--- src/hw/fdd_pkg.sv ---
package fdd_pkg;

    // drive bank.
    localparam int num_drives = 4;      // one per usel code.

    // sd block geometry.
    localparam int block_bytes = 512;

    // widths on the sd and controller side.
    localparam int track_w = 7;         // up to 128 cylinders.
    localparam int lba_w = 32;
    localparam int blk_cnt_w = 6;
    localparam int sd_addr_w = 14;      // byte offset within a block run.

    typedef enum logic [1:0] {
        idle,
        request,
        stream,
        ready
    } load_state_t;

endpackage
--- src/hw/step_decoder.sv ---
`timescale 1ns/100ps

module step_decoder #(
    parameter int clks_per_ms = 50000
) (
    input  logic                            clk,
    input  logic                            reset,
    input  logic [1:0]                      usel,
    input  logic                            stepn,
    input  logic                            sdirn,
    output logic [fdd_pkg::num_drives-1:0]  step,
    output logic                            dir_in,
    output logic                            ms_tick
);
    localparam int div_w = $clog2(clks_per_ms + 1);
    localparam logic [div_w-1:0] div_last = div_w'(clks_per_ms - 1);

    logic             stepn_q;
    logic             step_fall;
    logic [div_w-1:0] div_cnt;

    assign step_fall = stepn_q & ~stepn;

    always_ff @(posedge clk or posedge reset) begin
        if (reset) begin
            stepn_q <= 1'b0;     // no spurious step if held low.
            step <= '0;
            dir_in <= 1'b0;
        end else begin
            stepn_q <= stepn;
            dir_in <= ~sdirn;    // high steps toward higher cylinders.
            for (int i = 0; i < fdd_pkg::num_drives; i++) begin
                step[i] <= step_fall && (usel == 2'(i));
            end
        end
    end

    // millisecond tick for the settle timers.
    always_ff @(posedge clk or posedge reset) begin
        if (reset) begin
            div_cnt <= '0;
            ms_tick <= 1'b0;
        end else if (div_cnt == div_last) begin
            div_cnt <= '0;
            ms_tick <= 1'b1;
        end else begin
            div_cnt <= div_cnt + 1'b1;
            ms_tick <= 1'b0;
        end
    end

endmodule

--- config.mk ---
export PLATFORM = sky130hd
export DESIGN_NAME = step_decoder
export DESIGN_NICKNAME = d
export VERILOG_FILES = /design/src/hw/fdd_pkg.sv /design/src/hw/step_decoder.sv
export SDC_FILE = /design/constraint.sdc
export NUM_CORES = 1
export LEC_CHECK = 0
export BUFFER_PORTS_ARGS = -buffer_cell sky130_fd_sc_hd__buf_2
export CORE_MARGIN = 4
export CORE_UTILIZATION = 49
export DETAILED_ROUTE_END_ITERATION = 6
export PLACE_DENSITY = 0.79
export SLEW_MARGIN = 40
export SYNTH_ARGS = -nofsm -noshare
export SYNTH_HDL_FRONTEND = slang
export SYNTH_SLANG_ARGS = --single-unit
--- constraint.sdc ---
create_clock -name clk -period 1.7 [get_ports clk]
set_clock_uncertainty 0.1 [all_clocks]
set_input_delay 0.51 -clock clk [delete_from_list [all_inputs] [get_ports clk]]
set_output_delay 0.51 -clock clk [all_outputs]
set_load 0.02 [all_outputs]
==> impl_metrics.toml, run 1 <==
[run_status]
status = "finished, violations left"
violations = "setup timing"

[worst_setup_path]
crit_slowest_cell = "or4bb_4"
cpPeakStageDelay_ns = 0.56
reg2reg_setup_slack_ns = -0.02
r2r_start = "div_cnt[13]"
path_max_fanout = 8
end_kind = "flip-flop"
crit_chain = "or4bb_4 -> nor4_4 -> buf_6 -> nor2_1"
worstSetupStartpoint = "div_cnt[13]"
crit_required_ns = 1.80
endpoint = "div_cnt[4]"
reg2regPathDepth = 4
arrival_ns = 1.82
start_kind = "flip-flop"
path_class = "reg2reg"
r2r_end = "div_cnt[4]"

[global_route]
gr-total-overflow = 0
grt_pass1_vias = 725
grt_use_met3_pct = 4.84
antenna_found_initial = 0
grt_use_met1_pct = 18.0
track_usage_pct = 15.8
gr-max-usage-layer = "met2"
grt_pass1_wl_um = 3110
met2_usage_pct = 27.7
grt_max_degree = 24

[synthesis]
yosys.area.top_type = "dfrtp_1"
synth_top_cell_area_share_pct = 59.2
synth_nets = 89
synth_ff_type = "dfrtp_1"
post-synth-top-count-cell = "dfrtp_1"
ys_seq_elements = 23
synth_cell_type_count = 24
synth_area_leaders = "dfrtp_1 59%, xor2_1 6.3%, xnor2_1 4.5%"
postSynth.asyncResetShare_pct = 100
synth_compound_area_share_pct = 1.03
synth_xor_area_share_pct = 10.8
muxShareOfSynthArea_pct = 1.03
synthesis.area_um2 = 972
synth_simple_gate_area_share_pct = 25.9
seq_area_frac_synth_pct = 59.2
ys_top_cells_by_count = "23 x dfrtp_1, 10 x nor2_1, 7 x xor2_1, 6 x nand2_1, 6 x nand4_1"
synth-adder-area-share_pct = 1.29
yosys_warnings = 0
synth.avg_cell_area_um2 = 11.9
syn-instance-count = 82
synth-edff-count = 0
synth_top_family_by_area = "simple AND/OR/NAND/NOR gates"

[pwr]
cellLeakagePower_nw = 0.607
p_clk_share_pct = 29.6
power_switching_w = 0.000176
p_seq_share_pct = 66.6
p_int_w = 0.000654
vdd_drop_max_uv = 514
pwr-share-comb_pct = 3.8
p_per_area_nw_per_um2 = 679
swShare_pct = 21.2

[drt]
drt-vias-per-instance = 5.14
drt_first_pass_iters = 4
drc = 0
wire_per_inst_um = 12.9
num_vias = 704
ant_nets = 0
drtIter0Drc = 12
wl_um = 1770

[final_layout]
area_growth_pct = 25.7
nFillCells = 133
finalInstanceArea_um2 = 1220
nets = 120
drive_gt1_share_pct = 33.9
antenna_cells = 0

[place]
port-buffer-count = 11
dp_hpwl_um = 1300
post_dp_cell_area_um2 = 1160
gp_congestion = 0.843

[floorplanning]
die-area_um2 = 2760
initial_utilization_pct = 54.0
die_width_um = 52.5
die_height_um = 52.5
core_um2 = 1800
pin_count = 12
rows = 15

[clock_network]
numCtsBuffers = 3
tritoncts = "yes"
clk_latency_ns = 0.30
root_buffer = "clkbuf_4"
cts.sinks = 23
cts-htree-levels = 1
clkTransAtPathRegs_ns = 0.12
clock_path_buffers = 2

[timing]
rsz0062_at_grt = "true"
fmax_mhz = 583
worst_pin_slew_ns = 0.405
slew_headroom_pct = 72.8
slew_viol_final = 0
hold_violations = 0
finalWorstSetupSlack_ns = -0.0165
setup_viol = 8
fin_setup_tns_ns = -0.0923
fin_crit_ns = 1.72
finalCritPeriodShare_pct = 101

[worst_hold_path]
hold_class = "in2async"

[run]
drv_cap = 0
## final cells by class
class | count | area [µm²] | share of cell area, %
Clock buffer | 4 | 26.3 | 2.15
Inverter | 2 | 7.51 | 0.614
Multi-Input combinational cell | 57 | 410 | 33.6
Sequential cell | 23 | 576 | 47.1
Tap cell | 25 | 31.3 | 2.56
Timing Repair Buffer | 26 | 171 | 14.0
## cells by family (layout without fill, tap and decap cells)
logic type | Yosys count | count (layout)
adders and majority gates | 1 | 1
DFF | 23 | 23
and+or+nand+nor | 41 | 41
muxes | 1 | 1
buffers and inverters | 2 | 32
AOI/OAI and AO/OA | 2 | 2
xor gates and xnor gates | 12 | 12
## metal layers
| metal | part of all wire (%) | wire length, µm |
|---|---|---|
| met1 | 43 | 761 |
| met2 | 51 | 908 |
| met3 | 5.1 | 90 |
| met4 | 0.79 | 14 |
| met5 | 0 | 0 |
## power groups by stage
stage	clock network [W]	registers (W)	logic (W)
global route	0.000279	0.000553	0.0000373
detailed placement	0	0.000563	0.0000329
CTS	0.000250	0.000553	0.0000329
global placement	0	0.000563	0.0000322
finish	0.000245	0.000553	0.0000318
floorplan	0	0.000568	0.0000121
## per-stage QoR
stage          power (W)  hold WS (ns)  cells  util, %  worst slack (ns)
2_1_floorplan   0.000580         0.367     82        -            -0.109
3_3_place_gp    0.000595         0.413    132     64.6            0.0537
3_5_place_dp    0.000596         0.433    132     64.6           0.00931
4_1_cts         0.000836         0.124    137     66.5          -0.00882
5_1_grt         0.000869         0.135    137     67.8           -0.0940
6_report        0.000830         0.119    137     67.8           -0.0165
## flip-flops by register name (all words and copies together), names as in the netlist
signal and count:
div_cnt 16, step 4, dir_in 1, ms_tick 1, stepn_q 1
## cell usage in the layout, fill, tap and decap left out, types with 2 or more instances in the layout
cell type / count
dfrtp_1: 23
buf_4: 14
buf_2: 11
xor2_1: 7
nor2_1: 7
nand4_1: 6
nand2_1: 6
xnor2_1: 5
nor4_1: 3
nor2_2: 3
clkbuf_4: 3
nand3_1: 2
nor2b_1: 2
inv_1: 2
## critical path, delay by kind of cell (launching register included)
family / cells / cell delay (ns)
buf+inv: 1 / 0.18
flops: 1 / 0.41
simple gates: 3 / 0.93
## timing repair
action / CTS / global route
setup endpoints to repair: 6 / 11
pin swaps: 0 / 5
setup buffers: 1 / 0
hold buffers: 0 / 0
gates resized for setup: 0 / 8
## worst min path at each step
stage / endpoint / cells after the start / slack, ns / startpoint
final: div_cnt[8] / 3 / 0.12 / reset
after global routing: div_cnt[6] / 3 / 0.13 / reset
after floorplan: div_cnt[7] / 1 / 0.37 / div_cnt[7]
after CTS: step[0] / 3 / 0.12 / reset
after detailed placement: div_cnt[2] / 1 / 0.43 / div_cnt[2]
after global placement: div_cnt[2] / 1 / 0.41 / div_cnt[2]
Note: power is estimated with default switching activity, not from simulation.
==> inputs of run 2 (changes only) <==
--- a/config.mk
+++ b/config.mk
@@ -7,9 +7,9 @@
 export LEC_CHECK = 0
 export BUFFER_PORTS_ARGS = -buffer_cell sky130_fd_sc_hd__buf_2
 export CORE_MARGIN = 4
-export CORE_UTILIZATION = 49
+export CORE_UTILIZATION = 33
 export DETAILED_ROUTE_END_ITERATION = 6
-export PLACE_DENSITY = 0.79
+export PLACE_DENSITY = 0.59
 export SLEW_MARGIN = 40
 export SYNTH_ARGS = -nofsm -noshare
 export SYNTH_HDL_FRONTEND = slang
==> run 2 against run 1 <==
The flow now finishes without violations. Clock-buffer cell count fell by 1. Fmax grew 1.9%. Critical path type unchanged. First-iteration DRC count is 17% higher. Critical path depth stayed put. Sequential share of layout area fell by 0.71 points. Cell count is 5.1% higher. Global-route usage shrank 5.2 points. Wire length up 3.7%. Power is 0.89% higher. Non-clock buffer count rose by 1.
==> impl_metrics.toml, run 2 (synthesis gave the netlist of run 1 again) <==
[drt]
drt-vias-per-instance = 4.92
wl_um = 1840
drc = 0
wire_per_inst_um = 12.8
drtIter0Drc = 14
ant_nets = 0
num_vias = 708
drt_first_pass_iters = 4

[clock_network]
numCtsBuffers = 3
tritoncts = "yes"
clk_latency_ns = 0.31
clkTransAtPathRegs_ns = 0.12
root_buffer = "clkbuf_4"
cts.sinks = 23
clock_path_buffers = 2
cts-htree-levels = 1

[global_route]
antenna_found_initial = 0
grt_pass1_wl_um = 3310
grt_max_degree = 24
grt_pass1_vias = 750
track_usage_pct = 10.6
gr-total-overflow = 0

[timing]
slew_viol_final = 0
finalCritPeriodShare_pct = 99.1
slew_headroom_pct = 72.1
worst_pin_slew_ns = 0.414
fmax_mhz = 594
fin_crit_ns = 1.68
rsz0062_at_grt = "true"
hold_violations = 0
setup_viol = 0

[pwr]
vdd_drop_max_uv = 509
pwr-share-comb_pct = 3.9
swShare_pct = 22.3
p_int_w = 0.000650
cellLeakagePower_nw = 0.618
p_clk_share_pct = 30.1
totalPowerFinal_w = 0.000837
power_switching_w = 0.000187
p_seq_share_pct = 66.0
p_per_area_nw_per_um2 = 674

[final_layout]
nFillCells = 260
nets = 121
antenna_cells = 0
layout_common_cells = "23 x dfrtp_1, 15 x buf_4, 11 x buf_2"
area_growth_pct = 27.7
largest_registers = "div_cnt (16), step (4)"
top_register = "div_cnt"
fin_cells = 144
drive_gt1_share_pct = 35.4
largest_reg_flops = 16
final_common_cell = "dfrtp_1"

[floorplanning]
initial_utilization_pct = 35.0
core_um2 = 2780
die_height_um = 62.3
die-area_um2 = 3880
die_width_um = 62.3
rows = 19
pin_count = 12

[worst_setup_path]
reg2reg_setup_slack_ns = 0.02
end_kind = "flip-flop"
endpoint = "div_cnt[4]"
arrival_ns = 1.80
worstSetupStartpoint = "div_cnt[4]"
r2r_end = "div_cnt[4]"
path_class = "reg2reg"
start_kind = "flip-flop"
r2r_start = "div_cnt[4]"
crit_required_ns = 1.82
path_max_fanout = 8
reg2regPathDepth = 4

[run]
drv_cap = 0

[worst_hold_path]
hold_class = "in2async"

[place]
placed_cells = 138
port-buffer-count = 11
gp_congestion = 0.750
dp_hpwl_um = 1310

[run_status]
status = "completed"
## run 2: cell count changes in the layout (fill, tap and decap cells not counted), sizes merged
| cell | before | now |
|---|---|---|
| buf | 26 | 27 |
| clkbuf | 4 | 3 |
| clkinv | 0 | 1 |
## run 2: area by class of cell
type                    instances  area [µm²]  share of cell area, %
well taps                      31        38.8                   3.13
inverters                       2        7.51                  0.605
multi-input cells              57         413                   33.3
repair buffers                 27         179                   14.4
clock inverters                 1        5.00                  0.403
clock buffers                   3        22.5                   1.81
flip-flops and latches         23         576                   46.4
## run 2: power groups by stage
stage,logic [W],clock network (W),registers (W)
floorplan,0.0000121,0,0.000568
CTS,0.0000337,0.000266,0.000553
detailed placement,0.0000337,0,0.000563
global route,0.0000381,0.000296,0.000554
global placement,0.0000327,0,0.000563
finish,0.0000323,0.000252,0.000553
## run 2: timing repair
action | 4_1_cts | 5_1_grt
resized for setup | 5 | 2
pin swaps | 2 | 3
hold buffers | 0 | 0
buffers inserted | 2 | 0
endpoints found under the setup margin | 7 | 11
## run 2: metal layers
metal | wire, µm | global-route usage (%) | vias to the layer above
li1 | - | - | 348
met1 | 742 | 12.8 | 335
met2 | 932 | 17.4 | 23
met3 | 154 | 4.68 | 2
met4 | 9 | 2.39 | 0
met5 | 0 | 0 | -
## run 2: through the flow
| step | cell area [µm²] | hold slack [ns] | setup TNS (ns) | utilization, % | setup slack (ns) |
|---|---|---|---|---|---|
| CTS | 1240 | 0.103 | 0 | 44.4 | 0.00555 |
| detailed placement | 1170 | 0.432 | -0.0261 | 42.1 | -0.0256 |
| global route | 1240 | 0.125 | -0.724 | 44.6 | -0.0773 |
| global placement | 1170 | 0.421 | -0.000282 | 42.1 | -0.000282 |
| floorplan | 972 | 0.367 | -0.109 | - | -0.109 |
| finish | 1240 | 0.104 | 0 | 44.6 | 0.0157 |
## run 2: worst min-delay path by stage
| stage | to | startpoint | slack, ns |
|---|---|---|---|
| finish | div_cnt[0] | reset | 0.10 |
| global route | div_cnt[0] | reset | 0.13 |
| CTS | div_cnt[0] | reset | 0.10 |
| detailed placement | div_cnt[2] | div_cnt[2] | 0.43 |
| global placement | div_cnt[2] | div_cnt[2] | 0.42 |
| floorplan | div_cnt[7] | div_cnt[7] | 0.37 |
## run 2: worst max-delay path, stage by stage (launching register included)
cell	delay (ns)
dfrtp_1	0.40
or4b_4	0.55
nor4_4	0.32
buf_6	0.18
nor2_1	0.05
