**src/hw/fdd_pkg.sv**
```systemverilog
package fdd_pkg;

    // drive bank.
    localparam int num_drives = 4;      // one per usel code.

    // sd block geometry.
    localparam int block_bytes = 512;

    // widths on the sd and controller side.
    localparam int track_w = 7;         // up to 128 cylinders.
    localparam int lba_w = 32;
    localparam int blk_cnt_w = 6;
    localparam int sd_addr_w = 14;      // byte offset within a block run.

    typedef enum logic [1:0] {
        idle,
        request,
        stream,
        ready
    } load_state_t;

endpackage
```
**src/hw/track_loader.sv**
```systemverilog
`timescale 1ns/100ps

module track_loader #(
    parameter int blocks_per_track = 16
) (
    input  logic                          clk,
    input  logic                          reset,
    input  logic [1:0]                    usel,
    input  logic [fdd_pkg::track_w-1:0]   cyl,
    input  logic                          side,
    input  logic                          disk_mounted,
    input  logic                          disk_sides,
    input  logic                          sd_ack,
    input  logic [fdd_pkg::sd_addr_w-1:0] sd_buff_addr,
    input  logic                          sd_buff_wr,
    output logic [fdd_pkg::lba_w-1:0]     sd_lba,
    output logic [fdd_pkg::blk_cnt_w-1:0] sd_blk_cnt,
    output logic                          sd_rd,
    output logic                          track_ready,
    output logic                          wr_en
);
    localparam int track_bytes = blocks_per_track * fdd_pkg::block_bytes;
    localparam int cnt_w = $clog2(track_bytes + 1);
    localparam logic [cnt_w-1:0] last_cnt = cnt_w'(track_bytes - 1);
    localparam int key_w = 2 + fdd_pkg::track_w + 2;
    localparam int pad_w = fdd_pkg::lba_w - fdd_pkg::track_w - 1;

    fdd_pkg::load_state_t state;

    logic [key_w-1:0]          cur_key;
    logic [key_w-1:0]          loaded_key;
    logic                      key_changed;
    logic [fdd_pkg::track_w:0] track_key;
    logic [fdd_pkg::lba_w-1:0] lba_next;
    logic [cnt_w-1:0]          byte_cnt;
    logic                      last_byte;

    // anything that selects a different image region.
    assign cur_key = {usel, cyl, side, disk_mounted};
    assign key_changed = cur_key != loaded_key;

    // interleave the sides on double sided images.
    assign track_key = disk_sides ? {cyl, side} : {1'b0, cyl};
    assign lba_next = {{pad_w{1'b0}}, track_key} * blocks_per_track[fdd_pkg::lba_w-1:0];
    assign sd_blk_cnt = blocks_per_track[fdd_pkg::blk_cnt_w-1:0];

    assign wr_en = (state == fdd_pkg::stream) && sd_buff_wr
                   && (int'(sd_buff_addr) < track_bytes);
    assign last_byte = wr_en && (byte_cnt == last_cnt);

    always_ff @(posedge clk or posedge reset) begin
        if (reset) begin
            state <= fdd_pkg::idle;
            loaded_key <= '0;
            sd_lba <= '0;
            sd_rd <= 1'b0;
            track_ready <= 1'b0;
            byte_cnt <= '0;
        end else begin
            case (state)
                fdd_pkg::idle, fdd_pkg::ready: begin
                    if (key_changed) begin
                        loaded_key <= cur_key;
                        track_ready <= 1'b0;
                        if (disk_mounted) begin
                            state <= fdd_pkg::request;
                            sd_lba <= lba_next;
                            sd_rd <= 1'b1;
                        end else begin
                            state <= fdd_pkg::idle;  // nothing to fetch.
                        end
                    end
                end
                fdd_pkg::request: begin
                    byte_cnt <= '0;
                    if (sd_ack) begin
                        sd_rd <= 1'b0;
                        state <= fdd_pkg::stream;
                    end
                end
                fdd_pkg::stream: begin
                    if (wr_en) begin
                        byte_cnt <= byte_cnt + 1'b1;
                    end
                    if (last_byte) begin
                        // key moved mid stream, so refetch from idle.
                        if (key_changed) begin
                            state <= fdd_pkg::idle;
                        end else begin
                            state <= fdd_pkg::ready;
                            track_ready <= 1'b1;
                        end
                    end
                end
                default: begin
                    state <= fdd_pkg::idle;
                end
            endcase
        end
    end

    sd_rd_held: assert property (
        @(posedge clk) disable iff (reset)
        sd_rd && !sd_ack |=> sd_rd && $stable(sd_lba)
    ) else $error("sd_rd or sd_lba changed before sd_ack");

endmodule

```
**config.mk**
```make
export PLATFORM = sky130hd
export DESIGN_NAME = track_loader
export DESIGN_NICKNAME = d
export VERILOG_FILES = /design/src/hw/fdd_pkg.sv /design/src/hw/track_loader.sv
export SDC_FILE = /design/constraint.sdc
export NUM_CORES = 1
export LEC_CHECK = 0
export ABC_AREA = 1
export BUFFER_PORTS_ARGS = -buffer_cell sky130_fd_sc_hd__buf_4
export CAP_MARGIN = 25
export CORE_ASPECT_RATIO = 1.25
export CORE_MARGIN = 4
export CORE_UTILIZATION = 30
export DETAILED_ROUTE_END_ITERATION = 10
export PLACE_DENSITY = 0.5
export SLEW_MARGIN = 20
export SYNTH_ARGS = -nofsm -noshare
export SYNTH_HDL_FRONTEND = slang
export SYNTH_SLANG_ARGS = --single-unit
```
**constraint.sdc**
```tcl
create_clock -name clk -period 2.2 [get_ports clk]
set_input_delay 0.22 -clock clk [delete_from_list [all_inputs] [get_ports clk]]
set_output_delay 0.22 -clock clk [all_outputs]
set_load 0.01 [all_outputs]
```
==> results of run 1 <==
logic make-up after synthesis:
family                     share of synthesized area [%]
adders and majority gates                           1.58
DFF                                                 38.9
other                                              0.315
AOI/OAI and AO/OA                                   11.0
muxes                                              0.420
and+or+nand+nor                                     28.2
buffers and inverters                               17.1
xor gates and xnor gates                            2.57
layer usage:
layer | part of all wire (%) | up-vias | wire length, microns | global-route usage (%)
li1 | - | 978 | - | -
met1 | 43 | 836 | 2070 | 13.6
met2 | 51 | 40 | 2460 | 19.6
met3 | 4.4 | 7 | 209 | 2.53
met4 | 1.2 | 0 | 57 | 3.62
met5 | 0 | - | 0 | 0
per-stage QoR:
stage | hold WS [ns] | cells | setup WS, ns
2_1_floorplan | 0.363 | 342 | 0.634
5_1_grt | 0.0912 | 440 | 0.226
6_report | 0.0394 | 440 | 0.430
4_1_cts | 0.0617 | 440 | 0.381
3_5_place_dp | 0.388 | 432 | 0.391
3_3_place_gp | 0.391 | 432 | 0.400
cells in the mapped netlist (2+ instances only):
master | n | area share [%]
nand2_1 | 101 | 16
dfrtp_1 | 37 | 39
inv_1 | 36 | 5.7
buf_4 | 30 | 9.5
nor2_1 | 19 | 3.0
o21ai_2 | 14 | 5.1
o21ai_0 | 11 | 2.3
nand3_1 | 10 | 2.1
a21oi_1 | 7 | 1.5
nand4_1 | 5 | 1.3
xnor2_1 | 5 | 1.8
ha_1 | 3 | 1.6
inv_2 | 3 | 0.47
nand2_2 | 3 | 0.79
nor2_2 | 3 | 0.79
nor3_1 | 3 | 0.63
conb_1 | 2 | 0.32
nand3_4 | 2 | 1.5
o21a_1 | 2 | 0.63
xor2_1 | 2 | 0.74
cell type report:
cell class | instances | area (sq um) | area share (%)
multi-input combinational | 232 | 1150 | 43.0
sequential | 37 | 926 | 34.5
timing repair buffer | 29 | 218 | 8.11
inverter | 39 | 146 | 5.45
tap | 95 | 119 | 4.43
clock buffer | 6 | 82.6 | 3.08
clock inverter | 2 | 37.5 | 1.40
worst paths after layout:
check / from / end / slack, ns
setup / recovery: state[0] / state[0] / 0.43
hold / removal: reset / byte_cnt[10] / 0.04
setup reg to reg: state[0] / state[0] / 0.43
hold reg to reg: sd_lba[8] / sd_lba[8] / 0.49
max in group asynchronous: reset / byte_cnt[0] / 1.81
min in group clk: usel[0] / loaded_key[9] / 0.18
tightest hold or removal path: cells and delay by family:
kind                   cells  cell delay (ns)
buffers and inverters      3             0.56
flip-flops by register name, summed over array words and instances, names as in the netlist:
| register | count |
|---|---|
| byte_cnt | 14 |
| loaded_key | 11 |
| sd_lba | 8 |
| sd_rd | 1 |
| state | 2 |
| track_ready | 1 |
report_power, final:
group / leakage, nW / internal, mW / switching [mW]
registers: 0.478 / 0.895 / 0.147
logic: 0.869 / 0.497 / 0.785
clock network: 0.0574 / 0.369 / 0.264
total: 1.40 / 1.76 / 1.20
==> results.md, run 1 <==
- Status: completed
- Starting Density: a little over 30%
- Total negative slack: 0 ns
- Layout Utilization: around a third
- Final hold violations: 0
- Cell row count: 36
- Clock slew at reported path FFs: roughly 0.08 ns
- Most frequent cells in the layout: nand2_1 (101), dfrtp_1 (37), inv_1 (36)
- FF+latch count, synth: 37
- Leakage power: 1.40 nW
- # diodes: 0
- Fillers: 838
- Worst skew pair latency: between 0.2 and 0.3 ns
- Worst path max stage delay: 0.40 ns
- Port bufs: 27
- Post-Synthesis Cells: ~310
- Clock sinks: 37
- Post-Place Cell Area: roughly 2600 sq um
- Synth warnings: 0
- EDFF count, synth: 0
- Avg Synthesized Cell Area: approximately 7.6 sq um
- Worst setup EP type: register
- Worst endpoint data arrival time: just under 2 ns
- Layout Nets: roughly 380
- Slowest-stage cell, CP: dfrtp_1
- Vias in the first global route: ~1.8k
- Largest net degree at the start of global routing: 38
- Per-cell routed wire length: around 11 microns
- DP HPWL: 3670 microns
- R2r worst-path depth: 9
- Final worst path period share: around four fifths
- DR pass1 iterations: 4
- CP required: 2.39 ns
- GP Congestion: 0.738
- Worst clock skew: between 0.002 and 0.003 ns
- IO Pins: about 70
- Initial antenna violation count: 0
- Mapped Area: 2380 sq um
- Antenna-violating nets left: 0
- Unrepaired setup endpoints after global routing: no
- Final wirelength: around 4800 microns
- Bufs and invs on worst path: 1
- Critical Path Most Common Cell: nand2_1
- Max frequency: 565 MHz
- Critical path peak fanout: 6
- DIE WIDTH: a little under 90 microns
- Via count: about 1.9k
- Vias per cell: 4.23
- Crit path time final: between 1.5 and 2 ns
- Power density over cell area: 1100 nW/um^2
- Die Ht: roughly 110 microns
- Global-route wire length before repair: between 8000 and 9000 microns
- Area Overhead vs Synth: 12.7%
- Design Area, Final: roughly 2700 sq um
- Initial DRC Count: 96
- Count of final setup violators: 0
- CTS Buf Count: 5
- Asr flop ratio synth: 100%
- Post-synth cell types: 36
- Crit-path cells: inv_1, ha_1, nand3_2, nor2_1, nand3_1, a21oi_1, nand2_1, nand2_1, nand2_1
- CTS resizes: 0
- Number of setup buffers added after CTS: 0
- Root buffer cell: clkbuf_8
- # Max-Cap Violations: 0
- Delay-heaviest family, CP: simple AND/OR/NAND/NOR gates
- Startpoint types: register
- H-Tree Depth: 2
- Commonest non-fill, non-tap cell in the layout: nand2_1
- Layout cells sized above 1: 18.8%
- Tot GR Track Use: ~11%
- CTS Hold Bufs: 0
- Slew Viols, Final: 0
- Worst hold path class: primary input to async pin
- Levels on crit path: 9
- Total chip power: around 3.0 mW
- Top_reg_cell synth: dfrtp_1
- Crit Path Category: register to register
- CTS tree: done
- Die area: approximately 9400 sq um
- Drt drc: 0
- Core ar.: 7750 sq um
- Maximum root-to-sink buffer count: 2
- Gr ovfl total: 0
- Sequential fraction of the synthesis area: roughly two fifths
- Peak VDD IR: approximately 440 uV
(Power assumes the default switching activity.)
==> inputs of run 2 (changes only) <==
- ABC_AREA: 1 -> 0
- PLACE_DENSITY: 0.5 -> 0.51
- clock period: 2.2 -> 1.74 ns (I/O delays scaled with it)
==> results.md, run 2 <==
- Status: completed
- Post-synth cell types: 36
- Startpoint types: register
- Sequential fraction of the synthesis area: between 40% and 50%
- Placed cells: roughly 330
- Power density over cell area: around 1400 nW/um^2
- GP Congestion: approximately 0.77
- CP required: around 1.9 ns
- Slew Viols, Final: 0
- Avg Synthesized Cell Area: approximately 10 sq um
- Count of final setup violators: 0
- Top-area cell type share of the netlist area: 42.8%
- Max FFs per register: 14
- Commonest non-fill, non-tap cell in the layout: buf_4
- EDFF count, synth: 0
- Critical R2R Capture: byte_cnt[11]
- Slowest-stage cell, CP: dfrtp_1
- DP HPWL: between 2000 and 3000 microns
- Bufs and invs on worst path: 2
- Drt drc: 0
- Relative slew slack: 64.8%
- Leakage power: between 1 and 1.5 nW
- Via count: 1457
- Synth area leaders: dfrtp_1 (43%), buf_4 (11%), xor2_1 (8.1%)
- Launch point of the worst reg-to-reg path: state[0]
- FF+latch count, synth: 37
- Root buffer cell: clkbuf_8
- Delay-heaviest family, CP: flip-flops
- Crit path time final: between 1.5 and 2 ns
- Worst hold path class: primary input to async pin
- Asr flop ratio synth: 100%
- Final worst path period share: 95.8%
- Clock sinks: 37
- Mapped Area: 2160 sq um
- H-Tree Depth: 2
- CTS tree: done
- Vias per cell: approximately 4.2
- Post-Synthesis Cells: between 200 and 250
- Die area: between 8000 and 9000 sq um
- Maximum root-to-sink buffer count: 2
- Biggest regs: byte_cnt x14, loaded_key x11, sd_lba x8
- Gr ovfl total: 0
- Most flops, register: byte_cnt
- IO Pins: a little over 70
- Fillers: 738
- Antenna-violating nets left: 0
- # diodes: 0
- Worst setup EP type: register
- CTS Buf Count: 5
- Commonest cells in the synthesized netlist: dfrtp_1 (37), buf_4 (33), nor2_1 (20), xor2_1 (20)
- Worst path max stage delay: ~0.43 ns
- Most frequent cells in the layout: buf_4 (47), dfrtp_1 (37), conb_1 (30)
- Initial DRC Count: between 40 and 50
- Post-synth top area cell: dfrtp_1
- Worst-margin pin slew: approximately 0.53 ns
- Reg area: ~930 sq um
- Post-route insts no fill: approximately 350
- Global-route wire length before repair: between 6000 and 7000 microns
- Layout cells sized above 1: a little over a third
- Core ar.: between 6000 and 7000 sq um
- Vias in the first global route: roughly 1.4k
- Crit-path cells: inv_2, ha_4, nand3b_4, a2111oi_4, buf_4, xnor2_1, nor2_1
- Final hold violations: 0
- # Max-Cap Violations: 0
- Unrepaired setup endpoints after global routing: yes
- Port bufs: 27
- R2r worst-path depth: 7
- Largest net degree at the start of global routing: 38
- Crit Path Category: register to register
- Area occupied by multi-input gates: ~1100 sq um
- Worst endpoint data arrival time: around 1.8 ns
- Die Ht: roughly 100 microns
- Area Overhead vs Synth: 21.9%
- Clock slew at reported path FFs: roughly 0.080 ns
- Critical path peak fanout: 5
- Total negative slack: 0 ns
- Worst skew pair latency: approximately 0.29 ns
- Peak VDD IR: 528 uV
- Synth warnings: 0
- Starting Density: 31.0%
- DIE WIDTH: 84.0 microns
- Layout Nets: roughly 290
- Cell row count: 34
- DR pass1 iterations: 5
- Most numerous cell in the Yosys netlist: dfrtp_1
- Initial antenna violation count: 0
- FF-to-FF setup slack: 0.07 ns
- Final wirelength: 4190 microns
- Tot GR Track Use: 9.75%
- Top_reg_cell synth: dfrtp_1
- Worst clock skew: 0.00746 ns
- Per-cell routed wire length: about 12 microns
- Max frequency: approximately 600 MHz
run 2: cell types whose count changed in the layout (fill, tap and decap cells not counted), sizes merged, moves of 7 or more:
cell	previous run	this run
inv	39	11
xor2	2	20
nand2	105	8
mux2	0	10
mux2i	1	8
o21ai	26	8
buf	29	48
run 2: power by group:
group	internal (mW)	switching, mW
Sequential	1.13	0.174
Combinational	0.847	0.905
Clock	0.278	0.305
run 2: timing repair:
item                       4_1_cts  5_1_grt
setup buffers                    0        5
resized for setup                5       10
setup endpoints to repair       15       21
pin swaps                        0        6
hold buffers                     0        0
run 2: logic make-up after synthesis:
group           count (synthesis)  synth area share (%)
compound gates                 26                  10.2
xor+xnor                       23                  9.31
fa+ha+maj                       3                  1.74
buf+inv                        48                  14.1
flops                          37                  42.8
mux                            18                  8.91
other cells                     2                 0.347
simple gates                   51                  12.6
run 2: worst max-delay path by stage:
| stage | start | endpoint | slack, ns | cells past startpoint |
|---|---|---|---|---|
| global route | state[0] | byte_cnt[13] | -0.06 | 7 |
| CTS | state[1] | byte_cnt[11] | 0.02 | 7 |
| detailed placement | state[1] | byte_cnt[7] | -0.09 | 5 |
| floorplan | state[0] | state[1] | 0.05 | 8 |
| finish | state[0] | byte_cnt[11] | 0.07 | 7 |
| global placement | state[1] | byte_cnt[8] | -0.04 | 5 |
run 2: area by class of cell:
| cell class | count | area share (%) |
|---|---|---|
| Inverter | 11 | 1.57 |
| Sequential cell | 37 | 35.1 |
| Tap cell | 90 | 4.27 |
| Clock buffer | 6 | 2.75 |
| Clock inverter | 2 | 0.380 |
| Timing Repair Buffer | 48 | 14.1 |
| Multi-Input combinational cell | 151 | 41.8 |
run 2: tightest hold or removal path, stage by stage:
cell and delay, ns:
buf_4 0.11, inv_1 0.04, buf_4 0.42
run 2: stage by stage:
step / instance area, sq um / hold slack [ns] / total power [mW] / utilization, % / setup slack, ns
5_1_grt: 2640 / 0.0566 / 3.93 / 37.8 / -0.0650
3_3_place_gp: 2450 / 0.336 / 2.88 / 35.2 / -0.0398
3_5_place_dp: 2450 / 0.337 / 2.92 / 35.2 / -0.0886
2_1_floorplan: 2270 / 0.309 / 2.42 / - / 0.0494
6_report: 2640 / 0.00584 / 3.64 / 37.8 / 0.0734
4_1_cts: 2550 / 0.0195 / 3.57 / 36.6 / 0.0155
run 2: metal layers:
metal,share of wire (%),track usage [%]
met5,0,0
met4,1.1,3.34
met3,5.3,3.36
met2,48,15.9
met1,45,12.2
