`config.mk`:
```
export PLATFORM = sky130hd
export DESIGN_NAME = head_positioner
export DESIGN_NICKNAME = d
export VERILOG_FILES = /design/src/hw/fdd_pkg.sv /design/src/hw/head_positioner.sv
export SDC_FILE = /design/constraint.sdc
export NUM_CORES = 1
export LEC_CHECK = 0
export BUFFER_PORTS_ARGS = -buffer_cell sky130_fd_sc_hd__buf_2
export CAP_MARGIN = 20
export CELL_PAD_IN_SITES_DETAIL_PLACEMENT = 0
export CELL_PAD_IN_SITES_GLOBAL_PLACEMENT = 1
export CORE_AREA = 4 4 53 55
export CTS_CLUSTER_DIAMETER = 40
export DETAILED_ROUTE_END_ITERATION = 16
export DIE_AREA = 0 0 57 59
export GPL_TIMING_DRIVEN = 1
export PLACE_DENSITY = 0.73
export SYNTH_ARGS = -nofsm -noshare
export SYNTH_HDL_FRONTEND = slang
export SYNTH_SLANG_ARGS = --single-unit
```
`constraint.sdc`:
```
create_clock -name clk -period 3.58 [get_ports clk]
set_input_delay 0.716 -clock clk [delete_from_list [all_inputs] [get_ports clk]]
set_output_delay 0.716 -clock clk [all_outputs]
set_load 0.02 [all_outputs]
```
`src/hw/fdd_pkg.sv`:
```
package fdd_pkg;

    // drive bank.
    localparam int num_drives = 4;      // one per usel code.

    // sd block geometry.
    localparam int block_bytes = 512;

    // widths on the sd and controller side.
    localparam int track_w = 7;         // up to 128 cylinders.
    localparam int lba_w = 32;
    localparam int blk_cnt_w = 6;
    localparam int sd_addr_w = 14;      // byte offset within a block run.

    typedef enum logic [1:0] {
        idle,
        request,
        stream,
        ready
    } load_state_t;

endpackage
```
`src/hw/head_positioner.sv`:
```
`timescale 1ns/100ps

module head_positioner #(
    parameter int max_tracks = 80,
    parameter int delay_ms = 3
) (
    input  logic                        clk,
    input  logic                        reset,
    input  logic                        step,
    input  logic                        dir_in,
    input  logic                        ms_tick,
    output logic [fdd_pkg::track_w-1:0] cyl
);
    localparam int settle_w = $clog2(delay_ms + 1) + 1;
    localparam logic [settle_w-1:0] settle_init = settle_w'(delay_ms);
    localparam int top_cyl = max_tracks - 1;

    logic [settle_w-1:0] settle;
    logic                can_up;
    logic                can_down;
    logic                accept;

    assign can_up = dir_in && (cyl != top_cyl[fdd_pkg::track_w-1:0]);
    assign can_down = !dir_in && (cyl != '0);
    assign accept = step && (settle == '0);

    always_ff @(posedge clk or posedge reset) begin
        if (reset) begin
            cyl <= '0;
            settle <= '0;
        end else if (accept && can_up) begin
            cyl <= cyl + 1'b1;
            settle <= settle_init;
        end else if (accept && can_down) begin
            cyl <= cyl - 1'b1;
            settle <= settle_init;
        end else if (ms_tick && settle != '0) begin
            settle <= settle - 1'b1;  // head still settling.
        end
    end

    cyl_in_range: assert property (
        @(posedge clk) disable iff (reset)
        int'(cyl) < max_tracks
    ) else $error("cylinder %0d out of range", cyl);

endmodule

```
==> flow_metrics.env, run 1 <==
export IMPL_fin_worst_skew_ns=0.00237
export IMPL_finalMaxSlewViolations=0
export IMPL_slew_headroom_pct=70.1
export IMPL_synth_seq_area_share_pct=31.7
export IMPL_fmax_ghz=0.366
export IMPL_yosysWarnings=0
export IMPL_antenna_left=0
export IMPL_critPathKind="reg -> reg"
export IMPL_fin_crit_ns=2.73
export IMPL_start_util_pct=33.1
export IMPL_power_switching_w=0.000405
export IMPL_grt_max_degree=11
export IMPL_critPathMaxFanout=8
export IMPL_clk_pin_slew_ns=0.07
export IMPL_cts_buffer_depth=2
export IMPL_postCtsSetupRepairBufs=0
export IMPL_vias=629
export IMPL_fin_area_sq_um=918
export IMPL_min_path_type="in -> async"
export IMPL_p_seq_share_pct=27.7
export IMPL_synthSimpleGateAreaFrac_pct=15.4
export IMPL_grt_pass1_wl_um=2900
export IMPL_muxShareOfSynthArea_pct=9.51
export IMPL_power_w=0.000901
export IMPL_htree_levels=1
export IMPL_r2r_start="settle[0]"
export IMPL_grtUsageTotal_pct=11.3
export IMPL_clkLatencyLatePin_ns=0.26
export IMPL_cts_repair_resize_count=0
export IMPL_drcViolationCount=0
export IMPL_synth_compound_area_share_pct=21.4
export IMPL_final_nets=104
export IMPL_dp_cells=116
export IMPL_final_common_cell="buf_2"
export IMPL_power_density_mw_per_mm2=981
export IMPL_switching_share_pct=44.9
export IMPL_drive_above_1_share_pct=30.0
export IMPL_synth_net_count=88
export IMPL_fin_cells=120
export IMPL_gp_congestion=0.775
export IMPL_yosys_register_bits=10
export IMPL_synth_top_family_by_area="compound AO/OA/AOI/OAI gates"
export IMPL_reg2reg_depth=10
export IMPL_tightest_slew_ns=0.448
export IMPL_rows=18
export IMPL_fillerInstances=260
export IMPL_rsz0062_at_grt="no"
export IMPL_hpwlAfterDp_um=1300
export IMPL_clkSinkCount=10
export IMPL_cp_start_kind="flop"
export IMPL_fp_dieW_um=57
export IMPL_synth_area_sq_um=790
export IMPL_grt_pass1_vias=610
export IMPL_overflow=0
export IMPL_antenna_found_initial=0
export IMPL_reg2reg_to="cyl[5]"
export IMPL_rrSetupSlack_ns=0.85
export IMPL_cts_buffers_inserted=3
export IMPL_ios=12
export IMPL_wl_per_cell_um=13.9
export IMPL_wl_um=1670
export IMPL_end_kind="flop"
export IMPL_post_route_period_util_pct=76.4
export IMPL_core_area_sq_mm=0.00239
export IMPL_first_pass_iters=4
export IMPL_drt_iter0_markers=10
export IMPL_irDropWorstVdd_v=0.000471
export IMPL_cap_violations=0
export IMPL_synthAdderAreaFrac_pct=13.6
export IMPL_synth_xor_area_share_pct=5.55
export IMPL_dieArea_sq_mm=0.00336
export IMPL_cp_data_required_time_ns=3.79
export IMPL_power_frac_comb_pct=60.9
export IMPL_die_h_um=59
export IMPL_clockRootBuffer="clkbuf_4"
export IMPL_io_buffer_count=11
export IMPL_viasPerCell=5.24
export IMPL_synth_distinct_cells=32
export IMPL_final_setup_tns_ns=0
export IMPL_syn_to_final_growth_pct=16.3
export IMPL_final_cell_mix="11 x buf_2, 10 x dfrtp_1, 7 x ha_1"
export IMPL_run_status="complete, no violations"
export IMPL_p_leak_nw=0.421
export IMPL_p_int_w=0.000496
export IMPL_p_clk_share_pct=11.4
export IMPL_placed_area_sq_um=882
export IMPL_cp_arrival_ns=2.95
export IMPL_setup_viol=0
export IMPL_synth_avg_cell_area_sq_um=10.5
export IMPL_synth_cells=75
export IMPL_postCtsHoldBufs=0
export IMPL_cts_tree="yes"
export IMPL_hold_violations=0
export IMPL_antenna_cells=0
[through the flow]
step                hold slack (ns)  worst slack, ns  utilization [%]
detailed placement            0.509            0.808             36.9
CTS                           0.431            0.840             38.5
global placement              0.507            0.891             36.9
finish                        0.420            0.845             38.5
global route                  0.458            0.669             38.5
floorplan                     0.488             1.05                -
[power by group through the flow]
stage	combinational, W	clock (W)	sequential, W
2_1_floorplan	0.000390	0	0.000279
3_3_place_gp	0.000543	0	0.000247
3_5_place_dp	0.000551	0	0.000252
4_1_cts	0.000556	0.000107	0.000249
5_1_grt	0.000611	0.000113	0.000262
6_report	0.000548	0.000103	0.000249
[per-layer routing]
| metal | share of wire (%) | GRT usage (%) |
|---|---|---|
| met1 | 48 | 14.3 |
| met5 | 0 | 0 |
| met4 | 0 | 3.97 |
| met3 | 5.4 | 3.92 |
| met2 | 46 | 17.9 |
[worst max-delay path, stage by stage (launching register included)]
cell and delay (ns):
dfrtp_1 0.39, inv_1 0.06, ha_1 0.14, ha_1 0.23, nand3_1 0.12, a31o_2 0.30
ha_1 0.39, o21ai_0 0.14, or4b_2 0.63, o2111ai_1 0.11, mux2_4 0.17
[worst max-delay path by stage]
stage	end	start	cells past startpoint
detailed placement	cyl[5]	dir_in	8
CTS	cyl[5]	settle[0]	10
finish	cyl[5]	settle[0]	10
global placement	cyl[5]	dir_in	8
floorplan	cyl[5]	settle[0]	10
global route	cyl[5]	settle[0]	10
[sequential cells by signal, indices dropped and copies added, names as in the netlist]
| name | count |
|---|---|
| cyl | 7 |
| settle | 3 |
[synth_stat cells, drive strengths merged]
cell type  number  area (sq um)
a31o            1          8.76
xnor2           4          35.0
xor2            1          8.76
o2111ai         2          35.0
a2111o          1          11.3
nand2           4          17.5
dfrtp          10           250
nor4            1          12.5
nor3            1          5.00
o21bai          1          7.51
o311ai          1          8.76
inv             6          22.5
nand4           2          12.5
nor2b           1          6.26
a31oi           1          6.26
a21oi           2          10.0
or2             1          6.26
and4            1          10.0
fa              1          20.0
nand3           3          15.0
nor3b           2          15.0
mux2            5          75.1
nor2            3          11.3
a22o            1          8.76
a21o            2          15.0
or4b            1          10.0
ha              7          87.6
a211oi          3          22.5
o211a           1          10.0
o21ai           5          25.0
[kinds of logic (layout without fill, tap and decap cells)]
| logic type | after synthesis | in the layout |
|---|---|---|
| AOI/OAI and AO/OA | 21 | 21 |
| xor gates and xnor gates | 5 | 5 |
| adders and majority gates | 8 | 8 |
| buffers and inverters | 6 | 21 |
| DFF | 10 | 10 |
| muxes | 5 | 5 |
| and+or+nand+nor | 20 | 20 |
[final cells by class]
type,count,area (sq um),area share (%)
multi-input cells,59,517,56.3
flip-flops and latches,10,250,27.2
repair buffers,11,55.1,5.99
well taps,30,37.5,4.09
clock buffers,4,36.3,3.95
inverters,6,22.5,2.45
Power figures use the tool's default switching activity.
==> run 2, diff against run 1 <==
==> constraint.sdc (replaced) <==
create_clock -name clk -period 2.7 [get_ports clk]
set_input_delay 0.54 -clock clk [delete_from_list [all_inputs] [get_ports clk]]
set_output_delay 0.54 -clock clk [all_outputs]
set_load 0.02 [all_outputs]
==> run 2 against run 1 <==
Compared with the run above: die area stayed put; count of clock-buffer cells in the layout is the same; clock skew grew 0.0012 ns; non-clock buffer count up 6; sequential share of layout area fell by 1.5 points; register-to-register slack lost 0.67 ns; fmax grew 8.2%; worst hold slack got worse by 0.18 ns; critical path type unchanged; critical endpoint unchanged.
==> flow_metrics.env, run 2 (same netlist as run 1, synthesis figures left out) <==
export IMPL_run_status="complete, no violations"
export IMPL_startpoint="settle[0]"
export IMPL_r2r_start="settle[0]"
export IMPL_cts_buffer_depth=2
export IMPL_tightest_slew_ns=0.423
export IMPL_antenna_found_initial=0
export IMPL_largest_register="cyl"
export IMPL_slowest_stage="or4b_2"
export IMPL_overflow=0
export IMPL_finalMaxSlewViolations=0
export IMPL_viasPerCell=5.10
export IMPL_slew_headroom_pct=71.8
export IMPL_wl_um=1610
export IMPL_clkLatencyLatePin_ns=0.26
export IMPL_largest_reg_flops=7
export IMPL_syn_to_final_growth_pct=23.1
export IMPL_cts_buffers_inserted=3
export IMPL_power_density_mw_per_mm2=1280
export IMPL_setup_viol=0
export IMPL_crit_buf_inv=1
export IMPL_fin_crit_ns=2.53
export IMPL_end_kind="flop"
export IMPL_hpwlAfterDp_um=1350
export IMPL_wl_per_cell_um=12.7
export IMPL_drive_above_1_share_pct=34.4
export IMPL_crit_top_cell="ha_1"
export IMPL_reg_top3="cyl: 7 flops, settle: 3 flops"
export IMPL_cp_data_required_time_ns=2.90
export IMPL_cp_start_kind="flop"
export IMPL_reg2reg_to="cyl[5]"
export IMPL_irDropWorstVdd_v=0.000608
export IMPL_post_route_period_util_pct=93.7
export IMPL_core_area_sq_mm=0.00239
export IMPL_hold_violations=0
export IMPL_fmax_ghz=0.395
export IMPL_cts_tree="yes"
export IMPL_rrSetupSlack_ns=0.17
export IMPL_final_cell_mix="11 x buf_2, 10 x dfrtp_1, 7 x ha_1"
export IMPL_grt_max_degree=11
export IMPL_grtUsageTotal_pct=10.9
export IMPL_final_core_util_pct=40.7
export IMPL_antenna_cells=0
export IMPL_drt_iter0_markers=7
export IMPL_reg2reg_depth=10
export IMPL_critPathMaxFanout=8
export IMPL_vias=643
export IMPL_min_path_type="in -> async"
export IMPL_gp_congestion=0.759
export IMPL_rows=18
export IMPL_clockRootBuffer="clkbuf_4"
export IMPL_critPathTopFamily="simple AND/OR/NAND/NOR gates"
export IMPL_dr_wl_met3_um=75
export IMPL_critPathKind="reg -> reg"
export IMPL_ios=12
export IMPL_final_nets=110
export IMPL_wl_met1_um=739
export IMPL_clkSinkCount=10
export IMPL_cap_violations=0
export IMPL_rsz0062_at_grt="no"
export IMPL_fin_worst_skew_ns=0.00359
export IMPL_clk_pin_slew_ns=0.07
export IMPL_die_h_um=59
export IMPL_routed_wl_met2_um=780
export IMPL_top_layer_used="met4"
export IMPL_slowest_delay_ns=0.62
export IMPL_htree_levels=1
export IMPL_hold_ws_ns=0.236
export IMPL_postCtsHoldBufs=0
export IMPL_final_common_cell="buf_2"
export IMPL_grt_pass1_wl_um=2840
export IMPL_grt_pass1_vias=643
export IMPL_fillerInstances=262
export IMPL_drcViolationCount=0
export IMPL_final_setup_tns_ns=0
export IMPL_dieArea_sq_mm=0.00336
export IMPL_first_pass_iters=4
export IMPL_start_util_pct=33.1
export IMPL_p_leak_nw=0.453
export IMPL_io_buffer_count=11
export IMPL_fp_dieW_um=57
export IMPL_cp_arrival_ns=2.73
export IMPL_path_cells="inv_1 -> ha_1 -> ha_1 -> nand3_1 -> a31o_4 -> ha_1 -> o21ai_0 -> or4b_2 -> o2111ai_1 -> mux2_4"
export IMPL_antenna_left=0
## run 2: changes by cell type in the layout (fill, tap and decap cells not counted)
cell    before  now
a31o_4       0    1
buf_4        0    6
a31o_2       1    0
## run 2: worst max path at each step
stage | to | depth (start not counted)
2_1_floorplan | cyl[5] | 10
3_3_place_gp | cyl[5] | 10
3_5_place_dp | cyl[5] | 10
4_1_cts | cyl[5] | 10
5_1_grt | cyl[5] | 10
6_report | cyl[5] | 10
## run 2: layout make-up
class	instances	area [sq um]	area share (%)
multi-input combinational	59	526	54.1
sequential	10	250	25.7
timing repair buffer	17	100	10.3
tap	30	37.5	3.86
clock buffer	4	36.3	3.73
inverter	6	22.5	2.32
## run 2: where the power goes
part | internal, W | total, W | leakage (nW) | switching, W
logic | 0.000399 | 0.000812 | 0.311 | 0.000413
clock network | 0.0000818 | 0.000132 | 0.0210 | 0.0000506
registers | 0.000225 | 0.000297 | 0.120 | 0.0000714
total | 0.000706 | 0.00124 | 0.453 | 0.000535
## run 2: per-stage QoR
| stage | setup slack (ns) | total power [W] | std cells | cell area (sq um) |
|---|---|---|---|---|
| 6_report | 0.171 | 0.00124 | 126 | 972 |
| 5_1_grt | 0.0152 | 0.00136 | 126 | 972 |
| 4_1_cts | 0.105 | 0.00125 | 126 | 963 |
| 3_5_place_dp | 0.136 | 0.00112 | 122 | 927 |
| 3_3_place_gp | 0.142 | 0.00109 | 122 | 927 |
| 2_1_floorplan | 0.173 | 0.000888 | 75 | 790 |
## run 2: what timing repair did
action / in CTS / in global routing
endpoints found under the hold margin: 0 / 0
endpoints found under the setup margin: 0 / 1
resized for setup: 0 / 1
buffers inserted: 0 / 0
## run 2: metal layers
layer / vias to the layer above / global-route usage [%]
met5: - / 0
met4: 0 / 4.97
met3: 2 / 2.40
met2: 9 / 18.9
met1: 298 / 12.8
li1: 334 / -
==> run 3, diff against run 2 <==
--- a/config.mk
+++ b/config.mk
@@ -14,6 +14,7 @@
 export DETAILED_ROUTE_END_ITERATION = 16
 export DIE_AREA = 0 0 57 59
 export GPL_TIMING_DRIVEN = 1
+export MAX_ROUTING_LAYER = met4
 export PLACE_DENSITY = 0.73
 export SYNTH_ARGS = -nofsm -noshare
 export SYNTH_HDL_FRONTEND = slang
==> run 3 against run 2 <==
Compared with the run above: clock power is essentially flat; critical path depth unchanged; final cell count did not move; cell area unchanged; sequential power about the same; die area stayed put; non-clock buffer count unchanged; combinational power hardly changed; register-to-register slack about the same; count of clock-buffer cells in the layout is the same; critical endpoint unchanged; largest cell class unchanged; highest routed layer unchanged.
==> flow_metrics.env, run 3 (same netlist as run 1, synthesis figures left out) <==
export IMPL_slowest_stage="or4b_2"
export IMPL_final_setup_tns_ns=0
export IMPL_drcViolationCount=0
export IMPL_overflow=0
export IMPL_viasPerCell=5.10
export IMPL_io_buffer_count=11
export IMPL_grtUsageTotal_pct=11.2
export IMPL_fin_worst_skew_ns=0.00432
export IMPL_cts_buffer_depth=2
export IMPL_start_util_pct=33.1
export IMPL_crit_top_cell="ha_1"
export IMPL_reg_top3="cyl: 7 flops, settle: 3 flops"
export IMPL_setup_viol=0
export IMPL_grt_pass1_vias=645
export IMPL_clkSinkCount=10
export IMPL_fmax_ghz=0.395
export IMPL_ios=12
export IMPL_min_path_type="in -> async"
export IMPL_rows=18
export IMPL_clkLatencyLatePin_ns=0.26
export IMPL_htree_levels=1
export IMPL_gp_congestion=0.769
export IMPL_core_area_sq_mm=0.00239
export IMPL_die_h_um=59
export IMPL_hold_ws_ns=0.235
export IMPL_critPathKind="reg -> reg"
export IMPL_crit_buf_inv=1
export IMPL_cts_buffers_inserted=3
export IMPL_first_pass_iters=4
export IMPL_drt_iter0_markers=4
export IMPL_p_leak_nw=0.453
export IMPL_final_common_cell="buf_2"
export IMPL_cp_start_kind="flop"
export IMPL_final_nets=110
export IMPL_postCtsHoldBufs=0
export IMPL_grt_pass1_wl_um=2840
export IMPL_critPathMaxFanout=8
export IMPL_final_cell_mix="11 x buf_2, 10 x dfrtp_1, 7 x ha_1"
export IMPL_rsz0062_at_grt="no"
export IMPL_antenna_cells=0
export IMPL_fp_dieW_um=57
export IMPL_wl_um=1600
export IMPL_power_w=0.00124
export IMPL_finalMaxSlewViolations=0
export IMPL_slowest_delay_ns=0.62
export IMPL_largest_reg_flops=7
export IMPL_hold_violations=0
export IMPL_fin_crit_ns=2.53
export IMPL_clk_pin_slew_ns=0.07
export IMPL_clockRootBuffer="clkbuf_4"
export IMPL_cts_tree="yes"
export IMPL_path_cells="inv_1 -> ha_1 -> ha_1 -> nand3_1 -> a31o_4 -> ha_1 -> o21ai_0 -> or4b_2 -> o2111ai_1 -> mux2_4"
export IMPL_tightest_slew_ns=0.423
export IMPL_post_route_period_util_pct=93.7
export IMPL_cp_data_required_time_ns=2.90
export IMPL_syn_to_final_growth_pct=23.1
export IMPL_grt_max_degree=11
export IMPL_end_kind="flop"
export IMPL_antenna_found_initial=0
export IMPL_irDropWorstVdd_v=0.000608
export IMPL_drive_above_1_share_pct=34.4
export IMPL_hpwlAfterDp_um=1350
export IMPL_cap_violations=0
export IMPL_wl_per_cell_um=12.7
export IMPL_run_status="complete, no violations"
export IMPL_antenna_left=0
export IMPL_slew_headroom_pct=71.8
export IMPL_critPathTopFamily="simple AND/OR/NAND/NOR gates"
export IMPL_largest_register="cyl"
export IMPL_dieArea_sq_mm=0.00336
export IMPL_vias=643
export IMPL_power_density_mw_per_mm2=1280
export IMPL_postCtsSetupRepairBufs=0
export IMPL_cp_arrival_ns=2.73
run 3: power by group:
group          total, W  switching, W  internal, W
registers      0.000297     0.0000713     0.000225
logic          0.000812      0.000413     0.000399
clock network  0.000133     0.0000510    0.0000818
total           0.00124      0.000536     0.000706
run 3: repair_timing:
action                                  4_1_cts  5_1_grt
endpoints found under the setup margin        0        1
resized for setup                             0        1
endpoints found under the hold margin         0        0
run 3: worst register-to-register path: cells and delay by family (launching register included):
family,cells,cell delay (ns)
flops,1,0.39
fa+ha+maj,3,0.62
mux,1,0.17
buf+inv,1,0.06
simple gates,2,0.74
compound gates,3,0.49
run 3: cell type report:
cell class / count / area, sq um
Clock buffer: 4 / 36.3
Sequential cell: 10 / 250
Inverter: 6 / 22.5
Tap cell: 30 / 37.5
Fill cell: 262 / 1420
Multi-Input combinational cell: 59 / 526
Timing Repair Buffer: 17 / 100
run 3: worst paths after layout:
| path | startpoint | endpoint | slack [ns] | depth (start not counted) |
|---|---|---|---|---|
| worst max-delay path | settle[0] | cyl[5] | 0.17 | 10 |
| worst min-delay path | reset | settle[2] | 0.24 | 2 |
| worst max register to register | settle[0] | cyl[5] | 0.17 | 10 |
| worst min register to register | settle[0] | settle[0] | 0.52 | 2 |
| max in group asynchronous | reset | cyl[3] | 2.19 | 2 |
| min in group clk | settle[0] | settle[0] | 0.52 | 2 |
run 3: metal layers:
metal	track usage [%]	up-vias	share of wire [%]
li1	-	334	-
met3	2.18	2	4.3
met1	13.0	298	46
met2	18.9	9	49
met5	-	-	0
met4	4.97	0	0.62
run 3: stage by stage:
step | area, sq um | utilization, % | std cells | setup WS (ns)
6_report | 972 | 40.7 | 126 | 0.170
5_1_grt | 972 | 40.7 | 126 | 0.0152
4_1_cts | 963 | 40.4 | 126 | 0.105
3_5_place_dp | 927 | 38.8 | 122 | 0.136
3_3_place_gp | 927 | 38.8 | 122 | 0.142
2_1_floorplan | 790 | - | 75 | 0.173
